[src/dsp_dau_pkg.sv]
// Data path widths and the accumulator half select used by the output port
package dsp_dau_pkg;

    localparam int DATA_W = 16;
    localparam int PROD_W = 2 * DATA_W;
    // Four guard bits above the product
    localparam int ACC_W  = PROD_W + 4;

    typedef enum logic {
        LOW_HALF  = 1'b0,
        HIGH_HALF = 1'b1
    } out_half_t;

endpackage

[src/dsp_isa_pkg.sv]
// Instruction word layout, field positions and the opcode encoding
package dsp_isa_pkg;

    localparam int INSTR_W   = 16;
    localparam int OPC_W     = 4;
    localparam int OPND_W    = 12;
    localparam int OPC_LSB   = INSTR_W - OPC_W;
    localparam int PTR_SEL_W = 2;

    // Pointer select sits high in the operand for LDP, low for RDX and WRA
    localparam int LDP_SEL_LSB = OPND_W - PTR_SEL_W;
    localparam int IDX_SEL_LSB = 0;

    // Code 15 is unassigned and executes as a NOP
    typedef enum logic [OPC_W-1:0] {
        NOP  = 4'd0,
        LDX  = 4'd1,
        LDY  = 4'd2,
        LDP  = 4'd3,
        RDX  = 4'd4,
        WRA  = 4'd5,
        MPY  = 4'd6,
        MAC  = 4'd7,
        CLRA = 4'd8,
        OUT  = 4'd9,
        INP  = 4'd10,
        GOTO = 4'd11,
        LDC  = 4'd12,
        DJNZ = 4'd13,
        HALT = 4'd14
    } opcode_t;

endpackage
[src/dsp_ctrl.sv]
// Fetch and execute sequencer with the instruction decoder and all load strobes
module dsp_ctrl (
    input  logic                             clk,
    input  logic                             arst_n,
    input  logic                             cen,
    input  logic [dsp_isa_pkg::INSTR_W-1:0]  instr,
    input  logic                             halted,
    output logic [dsp_isa_pkg::OPND_W-1:0]   operand,
    // ROM address unit
    output logic                             pc_inc,
    output logic                             jump,
    output logic                             cnt_load,
    output logic                             djnz,
    output logic                             halt_set,
    // RAM address unit and RAM
    output logic                             ptr_load,
    output logic                             ptr_post,
    output logic [dsp_isa_pkg::PTR_SEL_W-1:0] ptr_sel,
    output logic                             ram_we,
    // Arithmetic unit
    output logic                             x_imm_load,
    output logic                             y_imm_load,
    output logic                             x_ram_load,
    output logic                             x_pio_load,
    output logic                             mpy,
    output logic                             mac,
    output logic                             acc_clr,
    // Parallel port
    output logic                             out_strobe,
    output dsp_dau_pkg::out_half_t           out_half,
    output logic                             in_strobe
);
    import dsp_isa_pkg::*;
    import dsp_dau_pkg::*;

    typedef enum logic {
        FETCH = 1'b0,
        EXEC  = 1'b1
    } state_t;

    state_t  state;
    opcode_t opc;

    always_ff @(posedge clk or negedge arst_n) begin
        if (!arst_n) begin
            state <= FETCH;
        end else if (cen) begin
            state <= (state == FETCH) ? EXEC : FETCH;
        end
    end

    assign opc      = opcode_t'(instr[OPC_LSB +: OPC_W]);
    assign operand  = instr[OPND_W-1:0];
    assign out_half = out_half_t'(instr[0]);
    assign ptr_sel  = (opc == LDP) ? instr[LDP_SEL_LSB +: PTR_SEL_W]
                                   : instr[IDX_SEL_LSB +: PTR_SEL_W];

    always_comb begin
        pc_inc     = 1'b0;
        jump       = 1'b0;
        cnt_load   = 1'b0;
        djnz       = 1'b0;
        halt_set   = 1'b0;
        ptr_load   = 1'b0;
        ptr_post   = 1'b0;
        ram_we     = 1'b0;
        x_imm_load = 1'b0;
        y_imm_load = 1'b0;
        x_ram_load = 1'b0;
        x_pio_load = 1'b0;
        mpy        = 1'b0;
        mac        = 1'b0;
        acc_clr    = 1'b0;
        out_strobe = 1'b0;
        in_strobe  = 1'b0;
        // Nothing issues after HALT
        if (state == EXEC && !halted) begin
            pc_inc = 1'b1;
            case (opc)
                LDX:  x_imm_load = 1'b1;
                LDY:  y_imm_load = 1'b1;
                LDP:  ptr_load   = 1'b1;
                RDX: begin
                    x_ram_load = 1'b1;
                    ptr_post   = 1'b1;
                end
                WRA: begin
                    ram_we   = 1'b1;
                    ptr_post = 1'b1;
                end
                MPY:  mpy        = 1'b1;
                MAC:  mac        = 1'b1;
                CLRA: acc_clr    = 1'b1;
                OUT:  out_strobe = 1'b1;
                INP: begin
                    x_pio_load = 1'b1;
                    in_strobe  = 1'b1;
                end
                LDC:  cnt_load   = 1'b1;
                // Branches let the address unit pick the next pc
                GOTO: begin
                    pc_inc = 1'b0;
                    jump   = 1'b1;
                end
                DJNZ: begin
                    pc_inc = 1'b0;
                    djnz   = 1'b1;
                end
                HALT: begin
                    pc_inc   = 1'b0;
                    halt_set = 1'b1;
                end
                default: ;
            endcase
        end
    end

    // Port strobes share the bus cycle and must not overlap
    a_pio_excl: assert property (@(posedge clk) disable iff (!arst_n)
        !(out_strobe && in_strobe));

endmodule

[config.mk]
export PLATFORM = sky130hd
export DESIGN_NAME = dsp_ctrl
export DESIGN_NICKNAME = d
export VERILOG_FILES = /design/src/dsp_dau_pkg.sv /design/src/dsp_isa_pkg.sv /design/src/dsp_ctrl.sv
export SDC_FILE = /design/constraint.sdc
export NUM_CORES = 1
export LEC_CHECK = 0
export BUFFER_PORTS_ARGS = -buffer_cell sky130_fd_sc_hd__buf_2
export CAP_MARGIN = 20
export CORE_AREA = 2 2 39 41
export DETAILED_ROUTE_END_ITERATION = 8
export DIE_AREA = 0 0 41 43
export HOLD_SLACK_MARGIN = 0.06
export PLACE_DENSITY = 0.72
export SETUP_SLACK_MARGIN = 0.15
export SLEW_MARGIN = 30
export SYNTH_ARGS = -nofsm -noshare
export SYNTH_HDL_FRONTEND = slang
export SYNTH_SLANG_ARGS = --single-unit
[constraint.sdc]
create_clock -name clk -period 1.14 [get_ports clk]
set_input_delay 0.057 -clock clk [delete_from_list [all_inputs] [get_ports clk]]
set_output_delay 0.057 -clock clk [all_outputs]
set_load 0.03 [all_outputs]
==> impl_metrics.ini <==
[timing]
finalCritPeriodShare_pct = 103
hold_viol_final = 0
period_needed_ns = 1.17
layout_setup_ws_ns = -0.0308
slew_violations = 0
worstMarginPinSlew_ns = 0.311
finalSetupViolations = 3
fin_skew_ns = 0
rsz0062_at_grt = true
setup-tns-final_ns = -0.0913
max_slew_margin_pct = 79.3
fmax_ghz = 0.854

[final_layout]
syn_to_final_growth_pct = 110
top_regs = state x1
fin_area_um2 = 699
layout_commonest_cell = buf_4
final_cell_mix = buf_4, buf_2, buf_6
drive_gt1_share_pct = 79.5
largest_reg_flops = 1
top_register = state
diodes = 0
final_nets = 100

[drt]
drt_iter0_drc = 0
routedWlPerCell_um = 11.1
firstDrtPassIters = 1
ant_nets = 0
vias = 436
drc = 0
vias_per_cell = 4.64
routed_wl_um = 1040

[die]
coreArea_mm2 = 0.00138
io_pins = 52
die_y_um = 43
start_util_pct = 24.1
rows = 14
die_x_um = 41
fp.dieArea_mm2 = 0.00176

[global_route]
grt_util_met3_pct = 1.57
antenna_found_initial = 0
gr-total-overflow = 0
grt.busiest_layer = met2
grt_max_degree = 8
grt_usage_pct = 12.4
met2_usage_pct = 22.5
grt_pass1_wl_um = 1630
grtUsageMet1_pct = 15.3
grt_pass1_vias = 392

[job]
maxCapViolations = 0

[yosys]
syn_area_um2 = 333
netlist_instances = 47
synth_area_per_cell_um2 = 7.08
ys_seq_elements = 1
seq_area_frac_synth_pct = 7.52
synth_fp_nets = 67
synth.distinct_cells = 15
ys_warn_count = 0

[worst_setup_path]
path_cells = or4b_4 -> nor2_4 -> buf_6
worstPathRequired_ns = 1.08
worstSetupStartpoint = state
cp-start-kind = flop
crit_type = reg2out
crit_family = simple AND/OR/NAND/NOR gates
r2r-start = state
cp.arrival_ns = 1.11
cp_max_fo = 3
end_kind = output pin
path_buf_inv = 1
slowest_stage = or4b_4
cpPeakStageDelay_ns = 0.53

[power]
irDropWorstVdd_uv = 494
p_leak_uw = 0.000325
p_total_uw = 464
powerDensity_mw_per_mm2 = 664

[place]
io_buffers = 35
place.gp.congestion = 0.648
place_ws_ns = -0.0862
dpl-instance-area_um2 = 533

[hold_path]
worstHoldPathType = in2out
worstHoldStart = instr[6]

[status]
status = complete, but fails checks
violations = setup timing

[clock_network]
clk_pin_slew_ns = 0
clk_latency_ns = 0
## power breakdown
group / internal [uW] / switching (uW)
Clock: 0 / 0
Sequential: 54.8 / 12.8
Combinational: 194 / 203
Total: 249 / 216
## repair_timing
action | in CTS | in global routing
setup buffers | 2 | 2
pin swaps | 3 | 1
cloned | 0 | 0
hold buffers | 1 | 0
resized for setup | 41 | 0
setup endpoints to repair | 19 | 19
endpoints found under the hold margin | 1 | 0
## through the flow
| stage | hold slack (ns) | cells | utilization (%) |
|---|---|---|---|
| global route | 0.114 | 94 | 50.5 |
| floorplan | -0.239 | 47 | - |
| global placement | -0.165 | 89 | 38.5 |
| finish | 0.114 | 94 | 50.5 |
| detailed placement | -0.164 | 89 | 38.5 |
| CTS | 0.114 | 92 | 49.5 |
## layout make-up
class / count / area (um^2)
Multi-Input combinational cell: 30 / 268
Tap cell: 16 / 20.0
Sequential cell: 1 / 25.0
Timing Repair Buffer: 47 / 387
Fill cell: 140 / 684
## metal layers
layer	share of wire (%)	vias to the layer above
met5	0	-
met4	0	0
li1	-	211
met1	34	199
met3	8.9	0
met2	57	26
## Yosys cell counts (all sizes together)
master   instances  area share, %
a311oi           1            2.6
nand4bb          2            6.8
nor2            12             14
clkbuf           2            2.3
nand2b           3            5.6
mux2             2            6.8
nand4b           1            2.6
buf             14             32
and4bb           1            3.8
or4b             1            3.0
nor3             3            4.5
dfrtp            1            7.5
xor2             2            5.3
nand2            1            1.1
and4b            1            3.0
## worst register-to-register path, delay by kind of cell, from the launching register on
family	cells	cell delay [ns]
xor+xnor	1	0.15
flops	1	0.37
buf+inv	1	0.14
## cell families (layout without fill, tap and decap cells)
| family | after synthesis | in the layout | synth area share (%) |
|---|---|---|---|
| xor+xnor | 2 | 2 | 5.26 |
| mux | 2 | 2 | 6.77 |
| buf+inv | 16 | 47 | 33.8 |
| flops | 1 | 1 | 7.52 |
| compound gates | 1 | 1 | 2.63 |
| simple gates | 25 | 25 | 44.0 |
## worst paths after layout
path                            cells past startpoint  slack (ns)          to
worst max-delay path                                3       -0.03    ptr_load
worst min-delay path                                0        0.11  operand[6]
worst max register to register                      2        0.36       state
worst min register to register                      2        0.57       state
max in group asynchronous                           2        0.68       state
min in group asynchronous                           2        0.37       state
No activity file was read; power rests on OpenSTA's default activity.
