--- src/dsp_isa_pkg.sv ---
// Instruction word layout, field positions and the opcode encoding
package dsp_isa_pkg;

    localparam int INSTR_W   = 16;
    localparam int OPC_W     = 4;
    localparam int OPND_W    = 12;
    localparam int OPC_LSB   = INSTR_W - OPC_W;
    localparam int PTR_SEL_W = 2;

    // Pointer select sits high in the operand for LDP, low for RDX and WRA
    localparam int LDP_SEL_LSB = OPND_W - PTR_SEL_W;
    localparam int IDX_SEL_LSB = 0;

    // Code 15 is unassigned and executes as a NOP
    typedef enum logic [OPC_W-1:0] {
        NOP  = 4'd0,
        LDX  = 4'd1,
        LDY  = 4'd2,
        LDP  = 4'd3,
        RDX  = 4'd4,
        WRA  = 4'd5,
        MPY  = 4'd6,
        MAC  = 4'd7,
        CLRA = 4'd8,
        OUT  = 4'd9,
        INP  = 4'd10,
        GOTO = 4'd11,
        LDC  = 4'd12,
        DJNZ = 4'd13,
        HALT = 4'd14
    } opcode_t;

endpackage
--- src/dsp_rom_aau.sv ---
// Program counter with jump and loop branch, 12-bit loop counter and halt flag
module dsp_rom_aau #(
    parameter int ROM_AW = 8
) (
    input  logic                           clk,
    input  logic                           arst_n,
    input  logic                           cen,
    input  logic                           pc_inc,
    input  logic                           jump,
    input  logic                           cnt_load,
    input  logic                           djnz,
    input  logic                           halt_set,
    input  logic [dsp_isa_pkg::OPND_W-1:0] operand,
    output logic [ROM_AW-1:0]              pc,
    output logic                           halted
);
    import dsp_isa_pkg::*;

    logic [OPND_W-1:0] cnt;
    logic [OPND_W-1:0] cnt_dec;
    logic [ROM_AW-1:0] target;
    logic              take_loop;

    assign cnt_dec   = cnt - 1'b1;
    assign take_loop = djnz && (cnt_dec != '0);
    assign target    = ROM_AW'(operand);

    always_ff @(posedge clk or negedge arst_n) begin
        if (!arst_n) begin
            pc     <= '0;
            cnt    <= '0;
            halted <= 1'b0;
        end else if (cen) begin
            if (jump || take_loop) begin
                pc <= target;
            end else if (pc_inc || djnz) begin
                // Loop exhausted, fall through
                pc <= pc + 1'b1;
            end
            if (cnt_load) begin
                cnt <= operand;
            end else if (djnz) begin
                cnt <= cnt_dec;
            end
            if (halt_set) begin
                halted <= 1'b1;
            end
        end
    end

endmodule

--- config.mk ---
export PLATFORM = sky130hd
export DESIGN_NAME = dsp_rom_aau
export DESIGN_NICKNAME = d
export VERILOG_FILES = /design/src/dsp_isa_pkg.sv /design/src/dsp_rom_aau.sv
export SDC_FILE = /design/constraint.sdc
export NUM_CORES = 1
export LEC_CHECK = 0
export BUFFER_PORTS_ARGS = -buffer_cell sky130_fd_sc_hd__buf_2
export CAP_MARGIN = 20
export CORE_ASPECT_RATIO = 0.7
export CORE_UTILIZATION = 50
export DETAILED_ROUTE_END_ITERATION = 16
export HOLD_SLACK_MARGIN = 0.1
export PLACE_DENSITY = 0.73
export SLEW_MARGIN = 40
export SYNTH_ARGS = -nofsm -noshare
export SYNTH_HDL_FRONTEND = slang
export SYNTH_SLANG_ARGS = --single-unit
--- constraint.sdc ---
create_clock -name clk -period 2.8 [get_ports clk]
set_input_delay 0.28 -clock clk [delete_from_list [all_inputs] [get_ports clk]]
set_output_delay 0.28 -clock clk [all_outputs]
set_load 0.05 [all_outputs]
==> impl.org, run 1 <==
** Run status
- Outcome :: completed

** Die
- The floorplan step defined a die boundary enclosing 0.00324 sq mm.
- For this design the top-level I/O count stands at 29.
- Total number of placement rows :: 16
- Die Y :: 47.9 um
- The floorplan step set the die width to 67.6 um.
- The initial utilization of the core area, before any placement, comes to 0.533.
- After floorplanning, the core was sized to cover 0.00282 sq mm.

** Setup path
- For this run, the slowest stage of the critical path takes 440 ps.
- The critical path goes through inv_1 -> ha_1 -> nor3b_2 -> xor2_1 -> a211o_1 -> nor3b_4 -> a211oi_4 -> mux2_2.
- Minimum setup slack among reg-to-reg paths :: 340 ps
- Peak fanout along the critical path :: 8
- The worst setup path is captured at a flop.
- Cell with the largest stage delay on the worst path :: dfrtp_1
- In this run the worst setup path begins at cnt[1].
- The critical path is of the reg2reg type.
- Worst Reg2Reg Path Length in Cells :: 8
- Crit path DAT :: 2610 ps
- Sort of element at the start of the critical path :: flop
- Reg-to-reg critical path startpoint :: cnt[1]
- For the worst setup path, the data required time is 2960 ps.
- Reg2reg end :: pc[3]

** Routing
- Antenna-violating nets left :: 0
- The detailed router placed 1,418 vias in this run.
- The first detailed-routing pass took 4 iterations.
- Post-route DRC violation count :: 0
- The detailed router finished its first iteration with 54 violations.
- Mean number of vias per cell :: 5.96
- Mean routed wirelength per cell :: 15.1 um
- Aggregate routed wire length :: 3600 um

** Synth
- Among all flip-flop cells after synthesis, the most frequent one is dfrtp_1.
- Portion of the post-synthesis area used by sequential elements :: 0.349
- Post-synth top area cell :: dfrtp_1
- Number of register bits inferred by synthesis :: 21
- Number of library cell types mapped by synthesis :: 47
- When the netlist entered floorplanning its net count stood at 195.
- Total standard cell area after synthesis :: 0.00151 sq mm
- Proportion of netlist area held by the largest area contributor :: 0.349
- Counting flops with an async set or reset pin after synthesis yields a share of 1.00.
- Avg Inst Size Synth :: 8.75 sq um
- EDFF count, synth :: 0
- The Yosys step of the flow raised 0 warnings.
- Top cells by area in the synthesized netlist :: dfrtp_1, o21ai_0, nor2_1
- Number of instances in the synthesized netlist :: 172

** Worst hold path
- The worst hold path terminates at halted.
- The path class of the tightest hold or removal check is in2reg.
- Hold Startpoint :: halt_set
- Along the worst hold path, the cell count comes to 2.

** Place
- I/O Buffers :: 28
- Placed Cells incl. Taps :: 233
- HPWL after detailed placement :: 2630 um
- RD Place Congestion :: 0.838

** GRT
- Total global routing overflow :: 0
- Antenna violations before repair :: 0
- The first global-routing pass estimated 5690 um of wire.
- Largest net degree at the start of global routing :: 37
- The number of global-route vias before repair came to 1,223.
- Across every metal layer, demand over resource in global routing totals 0.247.

** Finish
- Final net count :: 226
- Filler instances :: 255
- FF+latch area :: 526 sq um
- P&R area growth vs syn :: 15.5%
- In the final layout, the multi-input gates occupy 921 sq um.
- Finished Core Util :: 0.616
- # diodes :: 0
- Layout cell share with drive strength beyond 1 :: 0.252
- Non-filler cells, final :: 238

** Clock tree
- Clock-pin slew was measured on the worst setup and hold paths at 80 ps.
- Counting every sink on the clock net gives 21.
- Gates resized during post-CTS repair numbered 0.
- The later pin in the worst-skew pair is clocked with a latency of 270 ps.
- CTS tree :: built
- CTS Buffer Depth :: 2
- Setup Buffers After CTS :: 0
- Buffers inserted to repair hold after CTS numbered 1.
- The number of clock buffers added by TritonCTS is 3.
- CTS built an H-tree with a depth of 1.
- Clk root buf :: clkbuf_8

** Timing
- Total count of hold-check failures in the final report :: 0
- Shortest period the worst path allows :: 2460 ps
- Setup repair after global routing left no endpoint under its margin.
- Setup violations remaining at the end of the flow were counted as 0.
- On the final layout, the worst hold slack is 216 ps.
- Across the routed clock network, the largest skew measured is 2.20 ps.
- In the final timing run, aggregate negative setup slack is 0 ps.
- Slew at the pin closest to its max-slew limit :: 564 ps
- Final number of max-transition violations :: 0
- Worst slew margin relative to its limit :: 0.623
- Upper clock frequency limit :: 407 MHz
- Share of the clock period used by the worst path :: 0.877

** Pwr
- For this design the ratio of total power to cell area is 587 mW/mm^2.
- VDD sags by at most 285 uV.
- Standby leakage power :: 0.719 nW

** Job
- Max-cap violations in this run came to 0.
==> area by class of cell <==
cell class,count,share of cell area
multi-input combinational,138,0.529
sequential,21,0.302
timing repair buffer,33,0.104
clock buffer,4,0.0259
tap,36,0.0259
inverter,6,0.0129
==> worst max-delay path by stage <==
stage               endpoint  cells after the start
global placement       pc[4]                      8
finish                 pc[3]                      8
CTS                    pc[4]                      8
detailed placement     pc[4]                      8
global route           pc[4]                      8
floorplan              pc[4]                      8
==> routing by layer <==
layer  track usage  part of all wire
met3        0.0571             0.069
met5             0                 0
met4        0.0766            0.0075
met2         0.392              0.43
met1         0.337              0.49
==> cells in the final DEF, fill, tap and decap left out, drive strengths merged, types with 3 or more instances in the layout <==
cell type  instances
or3                3
dfrtp             21
o21ai             28
a22oi              3
nor3               8
nand3              7
a31oi              4
nor2              21
inv                6
a21oi              9
xor2               4
clkbuf             4
nand4              3
mux2               4
ha                 3
nand2             12
nor3b              3
buf               32
==> Yosys cell counts, types with 2 or more instances <==
library cell,n
a21o_1,2
a21oi_1,9
a221oi_1,2
a22oi_1,3
a31oi_1,2
a31oi_4,2
clkbuf_1,6
dfrtp_1,21
ha_1,3
inv_1,6
mux2_2,4
nand2_1,12
nand3_1,6
nand4_1,3
nor2_1,21
nor2b_1,2
nor3_1,6
nor3_4,2
o21ai_0,26
o21ai_1,2
or3_1,3
xor2_1,4
==> stage by stage <==
| stage | setup slack (ps) | power, mW | area, sq um |
|---|---|---|---|
| after global placement | 462 | 0.800 | 1680 |
| after CTS | 331 | 1.02 | 1740 |
| after floorplan | 556 | 0.707 | 1510 |
| final | 344 | 1.02 | 1740 |
| after detailed placement | 358 | 0.814 | 1680 |
| after global routing | 179 | 1.09 | 1740 |
==> worst max-delay path, delay by kind of cell, from the launching register on <==
kind	cells	cell delay (ps)
AO/OA/AOI/OAI	2	490
flip-flops	1	440
multiplexers	1	380
AND/OR/NAND/NOR	2	370
adder cells (fa/ha/maj)	1	290
XOR/XNOR	1	240
buffers and inverters	1	120
==> flip-flops by register name, indices dropped and copies added, names as in the netlist <==
name    cells
halted      1
cnt        12
pc          8
==> kinds of logic after synthesis <==
family | after synthesis | share of synthesized area
compound gates | 58 | 0.264
xor+xnor | 5 | 0.0291
fa+ha+maj | 3 | 0.0249
buf+inv | 13 | 0.0391
flops | 21 | 0.349
mux | 5 | 0.0366
simple gates | 67 | 0.257
==> report_power, final <==
group / switching, mW / total, mW / leakage, nW / internal [mW]
logic: 0.236 / 0.372 / 0.446 / 0.136
clock network: 0.106 / 0.208 / 0.0228 / 0.102
registers: 0.0859 / 0.441 / 0.250 / 0.355
total: 0.428 / 1.02 / 0.719 / 0.592
Power figures use the tool's default switching activity.
==> inputs of run 2 (changes only) <==
Settings changed: ABC_AREA set to 1, PLACE_DENSITY 0.73 to 0.74.
==> impl.org, run 2 <==
** Setup path
- The kind of cell adding the most delay to the critical path is simple AND/OR/NAND/NOR gates (was compound AO/OA/AOI/OAI gates).
- The largest fanout of any net on the critical path was 9 (was 8).
- Cells along the critical path :: inv_1 -> ha_1 -> inv_1 -> nor2_4 -> nand2_2 -> nor2_2 -> xor2_1 -> nand2_1 -> nor2_2 -> nand2_2 -> nand2_4 -> nand2_4 -> nand2_1 -> nand3_1 -> nand2_1 (was inv_1 -> ha_1 -> nor3b_2 -> xor2_1 -> a211o_1 -> nor3b_4 -> a211oi_4 -> mux2_2)
- Cell with the largest stage delay on the worst path :: dfrtp_1 (unchanged)
- The maximum single-stage delay on the critical path was 410 ps (was 440 ps).
- Crit path DAT :: 2480 ps (was 2610 ps)
- The critical path start-end classification is reg2reg (unchanged).
- Critical Path RT :: 3000 ps (was 2960 ps)
- The kind of launch point of the worst setup path is a flop (unchanged).
- Element type at the critical path end :: flop (unchanged)
- The number of buffer and inverter stages on the critical path came to 2 (was 1).
- By instance count, the cell type seen most on the critical path is nand2_1.

** Clock tree
- The number of cells upsized or downsized after cts is 0 (unchanged).
- The CTS root buffer is clkbuf_8 (unchanged).
- CTS clk-pin slew, worst paths :: 80 ps (about the same)
- CTS tree :: built (unchanged)
- CTS Hold Buffers Added :: 1 (unchanged)
- The number of buffers added for setup after CTS is 0 (unchanged).
- Clock sink count :: 21 (unchanged)
- Number of buffers created by CTS :: 3 (unchanged)
- H-tree levels :: 1 (unchanged)
- The maximum clock insertion buffer count came to 2 (unchanged).
- Worst-skew pair later-pin latency :: 260 ps (was 270 ps)

** Timing
- Slew at the pin closest to its max-slew limit :: 727 ps (was 564 ps)
- The final setup violation count is 0 (unchanged).
- Final number of max-transition violations :: 0 (unchanged)
- Worst slew margin relative to its limit :: 0.515 (was 0.623)
- Share of the clock period used by the worst path :: 0.816 (was 0.877)
- The time the worst path needs with I/O delays and setup was 2290 ps (was 2460 ps).
- Worst hold-check slack :: 231 ps (was 216 ps)
- The final total negative setup slack is 0 ps (unchanged).
- Total count of hold-check failures in the final report :: 0 (unchanged)
- Worst Skew :: 11.1 ps (was 2.20 ps)
- RSZ-0062 raised after global routing :: no (unchanged)
- Upper clock frequency limit :: 438 MHz (was 407 MHz)

** Finish
- Final net count :: 258 (was 226)
- Final non-filler cell area :: 0.00167 sq mm (was 0.00174 sq mm)
- The register with the most flip-flops was cnt (unchanged).
- Layout cell share with drive strength beyond 1 :: 0.184 (was 0.252)
- The most common cell after layout, fill and taps aside was nand2_1 (was buf_2).
- Biggest registers after layout :: cnt x12, pc x8, halted x1 (unchanged)
- The number of antenna diodes came to 0 (unchanged).
- Commonest cells after routing, fill and taps aside :: nand2_1, buf_2, nand3_1, inv_1, dfrtp_1 (was buf_2, o21ai_0, nor2_1, dfrtp_1, nand2_1)
- The final-layout fill cell count came to 230 (was 255).
- Area taken by multi-input logic gates :: 803 sq um (was 921 sq um)
- The final cell count without fillers was 268 (was 238).
- Largest register FFs :: 12 (unchanged)
- FF+latch area :: 526 sq um (unchanged)
- The area added between synthesis and finish is 15.5% (about the same).

** Routing
- Antenna-violating nets left :: 0 (unchanged)
- The final routed wirelength across all metal layers is 3480 um (was 3600 um).
- Post-route DRC violation count :: 0 (unchanged)
- The detailed-router iteration count before antenna repair was 4 (unchanged).
- The final routed wire length divided by cell count came to 13.0 um (was 15.1 um).
- Mean number of vias per cell :: 5.35 (was 5.96)
- Initial drt markers :: 139 (was 54)
- The via count of the routed design came to 1,434 (was 1,418).

** Job
- The number of violations of the max-capacitance limit was 0 (unchanged).

** GRT
- Via count of the first global-routing pass :: 1,276 (was 1,223)
- The global route total overflow came to 0 (unchanged).
- GRT Total Usage :: 0.249 (was 0.247)
- Antenna violations before repair :: 0 (unchanged)
- The largest net degree at the start of global routing was 25 (was 37).
- First-pass GRT wire length :: 5710 um (was 5690 um)

** Pwr
- Areal power density over the cells :: 565 mW/mm^2 (was 587 mW/mm^2)
- The static leakage is 0.834 nW (was 0.719 nW).
- The maximum VDD drop came to 295 uV (was 285 uV).
- The power after layout came to 941 uW (was 1.02 mW).

** Synth
- The gate count after technology mapping was 205 (was 172).
- The total number of yosys warnings was 0 (unchanged).
- Portion of the post-synthesis area used by sequential elements :: 0.365 (was 0.349)
- Total nets after synthesis :: 228 (was 195)
- The most used standard cell by instance count after synthesis is nand2_1 (was o21ai_0).
- Post-synth top area cell :: dfrtp_1 (unchanged)
- The main flop type after synthesis is dfrtp_1 (unchanged).
- Commonest cells in the synthesized netlist: nand2_1, nand3_1, inv_1, dfrtp_1, nor2_1 (was o21ai_0, dfrtp_1, nor2_1, nand2_1, a21oi_1).
- Top cells by area in the synthesized netlist :: dfrtp_1, nand2_1, nand3_1 (was dfrtp_1, o21ai_0, nor2_1)
- The post-synth design cell area came to 0.00144 sq mm (was 0.00151 sq mm).
- Number of register bits inferred by synthesis :: 21 (unchanged)
- The proportion of netlist area held by the largest area contributor came to 0.365 (was 0.349).
- Avg Inst Size Synth :: 7.03 sq um (was 8.75 sq um)
- EDFF count, synth :: 0 (unchanged)
- Number of library cell types mapped by synthesis :: 26 (was 47)
- Async set or reset register ratio after synthesis :: 1.00 (unchanged)

** Die
- Horizontal die dimension :: 66.2 um (was 67.6 um)
- Core Footprint :: 0.00259 sq mm (was 0.00282 sq mm)
- I/O pin count :: 29 (unchanged)
- The area enclosed by the die boundary came to 0.00310 sq mm (was 0.00324 sq mm).
- The height of the chip was 46.9 um (was 47.9 um).
- Total number of placement rows :: 15 (was 16)
- The starting density of the core came to 0.557 (was 0.533).

** Place
- The placed instance area was 0.00161 sq mm (was 0.00168 sq mm).
- The routability-driven placement congestion ratio is 0.928 (was 0.838).
- The number of cells after detailed placement came to 263 (was 233).
- The placed wire-length estimate came to 2630 um (about the same).
- The port buffer count was 28 (unchanged).

** Worst hold path
- Worst Hold Class :: in2reg (unchanged)

** Run status
- Outcome: completed (unchanged).
==> run 2: cell count changes after synthesis, sizes merged, moves of 4 or more <==
cell   previous run  this run
o21ai            28        13
inv               6        25
a21oi             9         2
nand3             7        27
mux2              4         0
o22ai             0         6
nand2            12        57
nor3              8         3
==> run 2: kinds of logic after synthesis <==
group                    share of synthesized area
adder cells (fa/ha/maj)                     0.0260
AND/OR/NAND/NOR                              0.361
buffers and inverters                       0.0781
XOR/XNOR                                    0.0486
flip-flops                                   0.365
AO/OA/AOI/OAI                                0.122
==> run 2: layer usage <==
metal / GRT usage / routed length (um) / vias to the layer above
met5: 0 / 0 / -
met4: 0.0511 / 16 / 0
met3: 0.0631 / 281 / 2
met2: 0.404 / 1470 / 63
met1: 0.344 / 1710 / 643
li1: - / - / 726
==> run 2: per-stage QoR <==
step,setup WS (ps),utilization
2_1_floorplan,922,-
3_3_place_gp,721,0.621
3_5_place_dp,616,0.621
4_1_cts,553,0.643
5_1_grt,277,0.643
6_report,515,0.643
==> run 2: worst register-to-register path, delay by kind of cell (launching register included) <==
family	cells	cell delay, ps
xor gates and xnor gates	1	230
adders and majority gates	1	250
buffers and inverters	2	280
DFF	1	410
and+or+nand+nor	11	1040
==> run 2: layout make-up <==
cell class | count | share of cell area
inverters | 26 | 0.0586
flip-flops and latches | 21 | 0.316
clock buffers | 3 | 0.0248
clock inverters | 1 | 0.00301
multi-input cells | 154 | 0.482
repair buffers | 29 | 0.0902
well taps | 34 | 0.0255
==> run 2: path summary, 6_finish.rpt <==
kind / start / to / slack, ps / depth (start not counted)
setup / recovery: cnt[0] / pc[7] / 510 / 15
hold / removal: halt_set / halted / 230 / 2
setup reg to reg: cnt[0] / pc[7] / 510 / 15
hold reg to reg: halted / halted / 460 / 1
max in group asynchronous: arst_n / cnt[6] / 1940 / 2
min in group asynchronous: arst_n / cnt[1] / 510 / 2
==> run 2: where the power goes <==
group | total [mW] | internal (mW) | switching (mW)
sequential | 0.399 | 0.348 | 0.0505
combinational | 0.341 | 0.111 | 0.230
clock | 0.201 | 0.0992 | 0.102
