[config.mk]
export PLATFORM = sky130hd
export DESIGN_NAME = dsp_pio
export DESIGN_NICKNAME = d
export VERILOG_FILES = /design/src/dsp_dau_pkg.sv /design/src/dsp_pio.sv
export SDC_FILE = /design/constraint.sdc
export NUM_CORES = 1
export LEC_CHECK = 0
export BUFFER_PORTS_ARGS = -buffer_cell sky130_fd_sc_hd__buf_2
export CORE_AREA = 2 2 65 67
export CTS_CLUSTER_SIZE = 24
export DETAILED_ROUTE_END_ITERATION = 7
export DIE_AREA = 0 0 67 69
export SYNTH_ARGS = -nofsm -noshare
export SYNTH_HDL_FRONTEND = slang
export SYNTH_SLANG_ARGS = --single-unit
[constraint.sdc]
create_clock -name clk -period 3 [get_ports clk]
set_clock_uncertainty 0.05 [all_clocks]
set_input_delay 0.6 -clock clk [delete_from_list [all_inputs] [get_ports clk]]
set_output_delay 0.6 -clock clk [all_outputs]
set_load 0.01 [all_outputs]
[src/dsp_dau_pkg.sv]
// Data path widths and the accumulator half select used by the output port
package dsp_dau_pkg;

    localparam int DATA_W = 16;
    localparam int PROD_W = 2 * DATA_W;
    // Four guard bits above the product
    localparam int ACC_W  = PROD_W + 4;

    typedef enum logic {
        LOW_HALF  = 1'b0,
        HIGH_HALF = 1'b1
    } out_half_t;

endpackage

[src/dsp_pio.sv]
// Parallel port with the output register and the active-low data strobes
module dsp_pio (
    input  logic                           clk,
    input  logic                           arst_n,
    input  logic                           cen,
    input  logic                           out_strobe,
    input  dsp_dau_pkg::out_half_t         out_half,
    input  logic                           in_strobe,
    input  logic [dsp_dau_pkg::ACC_W-1:0]  acc_full,
    input  logic [dsp_dau_pkg::DATA_W-1:0] pbus_in,
    output logic [dsp_dau_pkg::DATA_W-1:0] pbus_out,
    output logic                           pods_n,
    output logic                           pids_n,
    output logic [dsp_dau_pkg::DATA_W-1:0] pio_din
);
    import dsp_dau_pkg::*;

    logic [DATA_W-1:0] out_sel;
    logic [DATA_W-1:0] out_q;

    assign out_sel = (out_half == HIGH_HALF) ? acc_full[2*DATA_W-1:DATA_W]
                                             : acc_full[DATA_W-1:0];

    always_ff @(posedge clk or negedge arst_n) begin
        if (!arst_n) begin
            out_q <= '0;
        end else if (cen && out_strobe) begin
            out_q <= out_sel;
        end
    end

    // Word shows during the strobe cycle and is held afterwards
    assign pbus_out = out_strobe ? out_sel : out_q;
    assign pods_n   = ~(cen & out_strobe);
    assign pids_n   = ~(cen & in_strobe);
    // Captured by the arithmetic unit at the end of the strobe
    assign pio_din  = pbus_in;

endmodule

==> flow_summary.json, run 1 <==
{
  "outcome": "finished, final reports clean",
  "largest_reg_flops": 16,
  "swShare": 0.2928,
  "worst_pin_slew_ps": 503.9,
  "finalMaxSlewViolations": 0,
  "final_common_cell": "buf_2",
  "period_share": 0.7516,
  "worst-endpoint-required_ps": 2350,
  "die_h_um": 69,
  "hold_ws_ps": 204.8,
  "combPwrFrac": 0.273,
  "synthesis.nets": 184,
  "r2r_end": "out_q[13]$_DFFE_PN0P_",
  "grt_max_degree": 27,
  "hold_violations": 0,
  "hold_buffers": 0,
  "clock_latency_ps": 250,
  "fmax_ghz": 0.4435,
  "start_util": 0.2887,
  "antenna_left": 0,
  "vias": 949,
  "clk_pin_slew_ps": 60,
  "grt_util_all_layers": 0.1082,
  "met1Wirelength_um": 1110,
  "power-per-cell-area_nw_per_um2": 468.3,
  "syn2layout_area_growth_pct": 17.83,
  "dp_hpwl_um": 1754,
  "regMostFlops": "out_q",
  "dieWidth_um": 67,
  "reg_top3": "out_q: 16 flops",
  "cts_resized": 0,
  "p_switching_mw": 0.1825,
  "antenna_found_initial": 0,
  "p_leak_nw": 0.6379,
  "critPathArrivalTime_ps": 1600,
  "grt_first_pass_wirelength_um": 3960,
  "grt_pass1_vias": 849,
  "rsz0062_at_grt": "no",
  "synth_area_per_cell_um2": 8.967,
  "wl_met2_um": 1090,
  "drc_errors": 0,
  "netlist_area_um2": 1130,
  "nets": 219,
  "grt-ovfl-total": 0,
  "cts_setup_buffers": 0,
  "crit_start": "out_half",
  "pwr-share-clk": 0.307,
  "io_buffer_count": 55,
  "r2r_cells": 2,
  "final.setup.tns_ps": 0,
  "slew_headroom": 0.6640,
  "fin_crit_ps": 2255,
  "yosysWarnings": 0,
  "top_layer_used": "met4",
  "hold_path_class": "input port to async pin",
  "reg2reg_slack_ps": 2260,
  "core_um2": 3914,
  "r2r-start": "out_q[13]$_DFFE_PN0P_",
  "wl_per_cell_um": 11.58,
  "worstSetupPathType": "input port to primary output",
  "maxCapViolCount": 0,
  "intPower_mw": 0.4409,
  "cp-start-kind": "input port",
  "drive_gt1_frac": 0.4438,
  "syn-instance-count": 126,
  "crit_path_end_kind": "primary output",
  "globalplace.congestion": 0.6306,
  "drt-total-wl_um": 2431,
  "critPathCapture": "pbus_out[7]",
  "seq_area_frac_synth": 0.3544,
  "fp-row-count": 23,
  "drt_pass1_iterations": 4,
  "power_frac_seq": 0.420,
  "final_cell_mix": "buf_2, a21oi_1, mux2i_1, nor2_1, dfrtp_1",
  "setup_violations": 0,
  "clock_sinks": 16,
  "htree_levels": 1,
  "ios": 92,
  "ys_seq_elements": 16,
  "die-area_um2": 4623,
  "clk_path_buf_depth": 2,
  "cts_root_buf": "clkbuf_8",
  "worst-path-max-fanout": 16,
  "cts_tree": "yes",
  "dr.first_iter.drc_count": 30,
  "antenna_cells": 0,
  "ir_drop_mv": 0.1865,
  "via_per_inst": 4.519,
  "synth_cell_types": 15,
  "cts_buffers": 3,
  "wl_met3_um": 185
}
-- Yosys cell counts --
master,instances,share of area
a21oi_1,39,0.17
buf_4,17,0.11
dfrtp_1,16,0.35
mux2i_1,16,0.14
nor2_1,16,0.053
a21oi_2,9,0.070
buf_2,3,0.013
buf_6,3,0.030
and2_4,1,0.0078
buf_1,1,0.0033
buf_12,1,0.018
buf_8,1,0.013
clkbuf_1,1,0.0033
inv_1,1,0.0033
nand2_1,1,0.0033
-- cells by family after synthesis --
| family | Yosys count | share of synthesized area |
|---|---|---|
| simple gates | 18 | 0.06423 |
| mux | 16 | 0.1417 |
| compound gates | 48 | 0.2425 |
| buf+inv | 28 | 0.1971 |
| flops | 16 | 0.3544 |
-- worst min path at each step --
stage,from,to,slack (ps)
2_1_floorplan,arst_n,out_q[0]$_DFFE_PN0P_,250
3_3_place_gp,out_q[3]$_DFFE_PN0P_,out_q[3]$_DFFE_PN0P_,450
3_5_place_dp,out_q[6]$_DFFE_PN0P_,out_q[6]$_DFFE_PN0P_,460
4_1_cts,arst_n,out_q[10]$_DFFE_PN0P_,210
5_1_grt,arst_n,out_q[10]$_DFFE_PN0P_,240
6_report,arst_n,out_q[10]$_DFFE_PN0P_,200
-- power groups by stage --
stage | sequential, mW | clock, mW | combinational [mW]
final | 0.262 | 0.191 | 0.170
after global placement | 0.265 | 0 | 0.171
after detailed placement | 0.265 | 0 | 0.173
after CTS | 0.262 | 0.200 | 0.174
after global routing | 0.266 | 0.211 | 0.191
after floorplan | 0.262 | 0 | 0.138
-- layer usage --
layer | up-vias | global-route usage
met2 | 39 | 0.1694
met3 | 5 | 0.02284
met4 | 0 | 0.04989
li1 | 485 | -
met1 | 420 | 0.1401
met5 | - | 0
-- final cells by class --
cell class / instances / area (um2)
fillers: 453 / 2582
repair buffers: 57 / 302.8
inverters: 1 / 3.754
multi-input cells: 82 / 506.7
flip-flops and latches: 16 / 400.4
clock buffers: 4 / 55.05
well taps: 50 / 62.56
-- metrics by stage --
| step | worst slack [ps] | area (um2) | power (mW) | std cells | utilization |
|---|---|---|---|---|---|
| 6_report | 745.1 | 1331 | 0.6234 | 210 | 0.3402 |
| 5_1_grt | 637.2 | 1331 | 0.6677 | 210 | 0.3402 |
| 4_1_cts | 715.8 | 1331 | 0.6352 | 210 | 0.3402 |
| 3_5_place_dp | 716.6 | 1276 | 0.4387 | 206 | 0.3261 |
| 3_3_place_gp | 736.3 | 1276 | 0.4364 | 206 | 0.3261 |
| 2_1_floorplan | 1098 | 1130 | 0.3995 | 126 | - |
-- worst max-delay path, stage by stage --
cell and delay, ps:
buf_2 410, mux2i_1 320, a21oi_1 100, buf_2 160
(Power assumes the default switching activity.)
==> inputs of run 2 (changes only) <==
==> constraint.sdc (replaced) <==
create_clock -name clk -period 2.2 [get_ports clk]
set_clock_uncertainty 0.05 [all_clocks]
set_input_delay 0.44 -clock clk [delete_from_list [all_inputs] [get_ports clk]]
set_output_delay 0.44 -clock clk [all_outputs]
set_load 0.01 [all_outputs]
==> run 2 against run 1 <==
Critical path depth rose by 1. Largest power group unchanged. Register-to-register slack got worse by 790 ps. Sequential share of layout area fell by 0.34 points. Power rose by 38%. Sequential cell count did not move. Clock power rose by 40%. Wire length rose by 1.0%.
==> flow_summary.json, run 2 (synthesized netlist as in run 1, its figures left out) <==
{
  "fin_crit_ps": 1759,
  "cts_buffers": 3,
  "setup_violations": 0,
  "clk_path_buf_depth": 2,
  "period_share": 0.7994,
  "p_leak_nw": 0.6475,
  "finalMaxSlewViolations": 0,
  "cts_resized": 0,
  "crit_slowest_cell": "mux2i_1",
  "rsz0062_at_grt": "no",
  "crit_path_end_kind": "primary output",
  "final.setup.tns_ps": 0,
  "r2r_cells": 2,
  "hold_path_class": "input port to async pin",
  "slew_headroom": 0.7557,
  "outcome": "finished, final reports clean",
  "max_stage_delay_ps": 300,
  "reg_top3": "out_q: 16 flops",
  "r2r_end": "out_q[2]$_DFFE_PN0P_",
  "drc_errors": 0,
  "worst_pin_slew_ps": 366.5,
  "p_switching_mw": 0.2552,
  "drt-total-wl_um": 2456,
  "clock_sinks": 16,
  "hold_violations": 0,
  "htree_levels": 1,
  "ir_drop_mv": 0.3343,
  "io_buffer_count": 55,
  "combPwrFrac": 0.274,
  "vias": 950,
  "swShare": 0.2971,
  "maxCapViolCount": 0,
  "final_common_cell": "buf_2",
  "dieWidth_um": 67,
  "power_frac_seq": 0.415,
  "r2r-start": "out_q[2]$_DFFE_PN0P_",
  "antenna_cells": 0,
  "via_per_inst": 4.481,
  "worst-endpoint-required_ps": 1710,
  "intPower_mw": 0.6038,
  "crit_start": "out_half",
  "grt-ovfl-total": 0,
  "antenna_left": 0,
  "ios": 92,
  "cp-start-kind": "input port",
  "core_um2": 3914,
  "final_cell_mix": "buf_2, a21oi_1, mux2i_1, nor2_1, dfrtp_1",
  "grt_max_degree": 28,
  "grt_first_pass_wirelength_um": 3822,
  "dr.first_iter.drc_count": 12,
  "die-area_um2": 4623,
  "cts_setup_buffers": 0,
  "cts_root_buf": "clkbuf_8",
  "grt_util_all_layers": 0.1075,
  "grt_pass1_vias": 837,
  "die_h_um": 69,
  "start_util": 0.2887,
  "largest_reg_flops": 16,
  "antenna_found_initial": 0,
  "worstSetupPathType": "input port to primary output",
  "dp_hpwl_um": 1778,
  "wl_per_cell_um": 11.58,
  "drive_gt1_frac": 0.4506,
  "pwr-share-clk": 0.311,
  "drt_pass1_iterations": 4,
  "cts_tree": "yes",
  "reg2reg_slack_ps": 1470,
  "nets": 221,
  "hold_buffers": 0,
  "syn2layout_area_growth_pct": 19.16,
  "nFillCells": 428,
  "fp-row-count": 23,
  "cp_cell_sequence": "buf_2 > buf_12 > mux2i_1 > a21oi_1 > buf_2",
  "fmax_ghz": 0.5686,
  "regMostFlops": "out_q",
  "worst-path-max-fanout": 16,
  "hold_ws_ps": 39.24,
  "clock_latency_ps": 250,
  "power-per-cell-area_nw_per_um2": 638.0,
  "clk_pin_slew_ps": 60,
  "cp_common_cell": "buf_2",
  "critPathArrivalTime_ps": 1270,
  "globalplace.congestion": 0.6261
}
[run 2: metal layers]
| layer | up-vias | GRT usage | part of all wire |
|---|---|---|---|
| met4 | 0 | 0.04308 | 0.013 |
| met1 | 421 | 0.1359 | 0.45 |
| met5 | - | 0 | 0 |
| li1 | 488 | - | - |
| met2 | 37 | 0.1683 | 0.45 |
| met3 | 4 | 0.03263 | 0.090 |
[run 2: power by group through the flow]
stage / sequential, mW / combinational, mW / clock (mW)
after floorplan: 0.357 / 0.188 / 0
after global placement: 0.362 / 0.237 / 0
after detailed placement: 0.362 / 0.239 / 0
after CTS: 0.357 / 0.240 / 0.280
after global routing: 0.361 / 0.262 / 0.297
final: 0.357 / 0.235 / 0.267
[run 2: area by class of cell]
cell class,count,area [um2],area share
Inverter,1,3.754,0.002788
Clock buffer,4,55.05,0.04089
Timing Repair Buffer,59,317.8,0.2361
Sequential cell,16,400.4,0.2974
Tap cell,50,62.56,0.04647
Multi-Input combinational cell,82,506.7,0.3764
[run 2: critical path, delay by kind of cell]
kind                   cells  cell delay (ps)
multiplexers               1              300
buffers and inverters      3              410
AO/OA/AOI/OAI              1              110
[run 2: stage by stage]
stage	instances	utilization	instance area, um2	power, mW	setup slack [ps]
CTS	212	0.3440	1346	0.8763	432.3
floorplan	126	-	1130	0.5448	617.8
global placement	208	0.3299	1291	0.5982	441.6
global route	212	0.3440	1346	0.9194	346.6
detailed placement	208	0.3299	1291	0.6015	432.8
finish	212	0.3440	1346	0.8590	441.4
[run 2: how the worst max path moves through the flow]
| stage | to | cells after the start |
|---|---|---|
| 2_1_floorplan | pbus_out[13] | 4 |
| 3_3_place_gp | pbus_out[13] | 5 |
| 3_5_place_dp | pbus_out[2] | 5 |
| 4_1_cts | pbus_out[2] | 5 |
| 5_1_grt | pbus_out[13] | 5 |
| 6_report | pbus_out[13] | 5 |
==> inputs of run 3 (changes only) <==
==> constraint.sdc (replaced) <==
create_clock -name clk -period 1.83 [get_ports clk]
set_clock_uncertainty 0.05 [all_clocks]
set_input_delay 0.366 -clock clk [delete_from_list [all_inputs] [get_ports clk]]
set_output_delay 0.366 -clock clk [all_outputs]
set_load 0.01 [all_outputs]
==> run 3 against run 2 <==
Cell area rose by 1.7%. Sequential cell count unchanged. Power rose by 21%. Clock power increased by 20%. Non-clock buffer count rose by 1. Sequential power rose by 20%. Cell count rose by 0.47%. Wire length rose by 5.2%. Critical endpoint is now pbus_out[2]. Combinational power up 23%. Global-route usage is 0.76 points higher. Die area did not move. Worst hold slack better by 330 ps.
==> flow_summary.json, run 3 (synthesized netlist as in run 1, its figures left out) <==
{
  "outcome": "finished, final reports clean",
  "cts_buffers": 3,
  "rsz0062_at_grt": "no",
  "fp-row-count": 23,
  "clk_pin_slew_ps": 70,
  "wl_per_cell_um": 12.13,
  "via_per_inst": 4.531,
  "grt_max_degree": 50,
  "critPathCapture": "pbus_out[2]",
  "regMostFlops": "out_q",
  "maxCapViolCount": 0,
  "dp_hpwl_um": 1812,
  "max_stage_delay_ps": 290,
  "finalMaxSlewViolations": 0,
  "cts_root_buf": "clkbuf_8",
  "drt-total-wl_um": 2584,
  "p_leak_nw": 0.6566,
  "grt_pass1_vias": 933,
  "r2r_cells": 2,
  "path_depth": 5,
  "nFillCells": 438,
  "r2r_end": "out_q[13]$_DFFE_PN0P_",
  "setup_violations": 0,
  "period_share": 0.8685,
  "worst-endpoint-required_ps": 1410,
  "drive_gt1_frac": 0.4479,
  "die_h_um": 69,
  "hold_path_class": "input port to register",
  "cp_num_buf_inv": 3,
  "worst_pin_slew_ps": 378.1,
  "dr.first_iter.drc_count": 40,
  "reg_top3": "out_q: 16 flops",
  "critPathArrivalTime_ps": 1170,
  "drt_pass1_iterations": 4,
  "nets": 222,
  "final_common_cell": "buf_2",
  "grt_util_all_layers": 0.1152,
  "htree_levels": 1,
  "crit_start": "out_half",
  "die-area_um2": 4623,
  "fmax_ghz": 0.6292,
  "worst-path-max-fanout": 16,
  "drc_errors": 0,
  "antenna_cells": 0,
  "clock_latency_ps": 250,
  "r2r-start": "out_q[13]$_DFFE_PN0P_",
  "power-per-cell-area_nw_per_um2": 760.2,
  "final_cell_mix": "buf_2, a21oi_1, mux2i_1, nor2_1, dfrtp_1",
  "syn2layout_area_growth_pct": 21.15,
  "dieWidth_um": 67,
  "cts_resized": 0,
  "final.setup.tns_ps": 0,
  "grt-ovfl-total": 0,
  "ir_drop_mv": 0.3426,
  "io_buffer_count": 55,
  "regArea_um2": 400.4,
  "hold_ws_ps": 368.0,
  "vias": 965,
  "crit_slowest_cell": "mux2i_1",
  "slew_headroom": 0.7479,
  "ios": 92,
  "fin_crit_ps": 1589,
  "clock_sinks": 16,
  "core_um2": 3914,
  "largest_reg_flops": 16,
  "cts_tree": "yes",
  "grt_first_pass_wirelength_um": 4250,
  "antenna_found_initial": 0,
  "crit_family": "buffers and inverters",
  "antenna_left": 0,
  "hold_violations": 0,
  "multiInputGateArea_um2": 506.7,
  "start_util": 0.2887,
  "cp-start-kind": "input port",
  "globalplace.congestion": 0.6744,
  "crit_path_end_kind": "primary output",
  "cp_common_cell": "buf_2",
  "cp_cell_sequence": "buf_2 > buf_12 > mux2i_1 > a21oi_1 > buf_2",
  "reg2reg_slack_ps": 1090,
  "clk_path_buf_depth": 2,
  "worstSetupPathType": "input port to primary output"
}
==> run 3: worst reg2reg max path, stage by stage, from the launching register on <==
cell and delay, ps:
dfrtp_1 390, a21oi_1 150, a21oi_2 40
==> run 3: worst min-delay path by stage <==
stage	to	cells after the start	start	slack, ps
finish	out_q[9]$_DFFE_PN0P_	3	acc_full[9]	370
global route	out_q[7]$_DFFE_PN0P_	3	acc_full[7]	380
CTS	out_q[9]$_DFFE_PN0P_	3	acc_full[9]	360
detailed placement	out_q[10]$_DFFE_PN0P_	1	arst_n	270
global placement	out_q[10]$_DFFE_PN0P_	1	arst_n	250
floorplan	out_q[0]$_DFFE_PN0P_	0	arst_n	20
==> run 3: area by class of cell <==
cell class              instances  area share
multi-input cells              82      0.3702
flip-flops and latches         16      0.2925
repair buffers                 60      0.2486
well taps                      50     0.04570
clock buffers                   4     0.04022
inverters                       1    0.002742
==> run 3: layer usage <==
metal	track usage	vias up	wire length, um
met5	0	-	0
met4	0.04308	0	41
met2	0.1782	45	1134
met3	0.02447	5	220
li1	-	490	-
met1	0.1553	425	1188
==> run 3: power breakdown <==
part	internal [mW]	switching, mW
clock	0.191	0.130
combinational	0.136	0.154
sequential	0.403	0.0262
==> run 3: metrics by stage <==
| step | utilization | instances | setup slack [ps] | instance area (um2) | power (mW) |
|---|---|---|---|---|---|
| after floorplan | - | 126 | 395.8 | 1130 | 0.6549 |
| after global placement | 0.3331 | 208 | 217.7 | 1304 | 0.7238 |
| after detailed placement | 0.3331 | 208 | 223.1 | 1304 | 0.7286 |
| after CTS | 0.3497 | 213 | 215.7 | 1369 | 1.056 |
| after global routing | 0.3497 | 213 | 148.9 | 1369 | 1.110 |
| final | 0.3497 | 213 | 240.7 | 1369 | 1.041 |
==> run 3: what timing repair did <==
| action | CTS | global route |
|---|---|---|
| hold endpoints to repair | 16 | 0 |
| hold buffers | 1 | 0 |
| setup buffers | 0 | 0 |
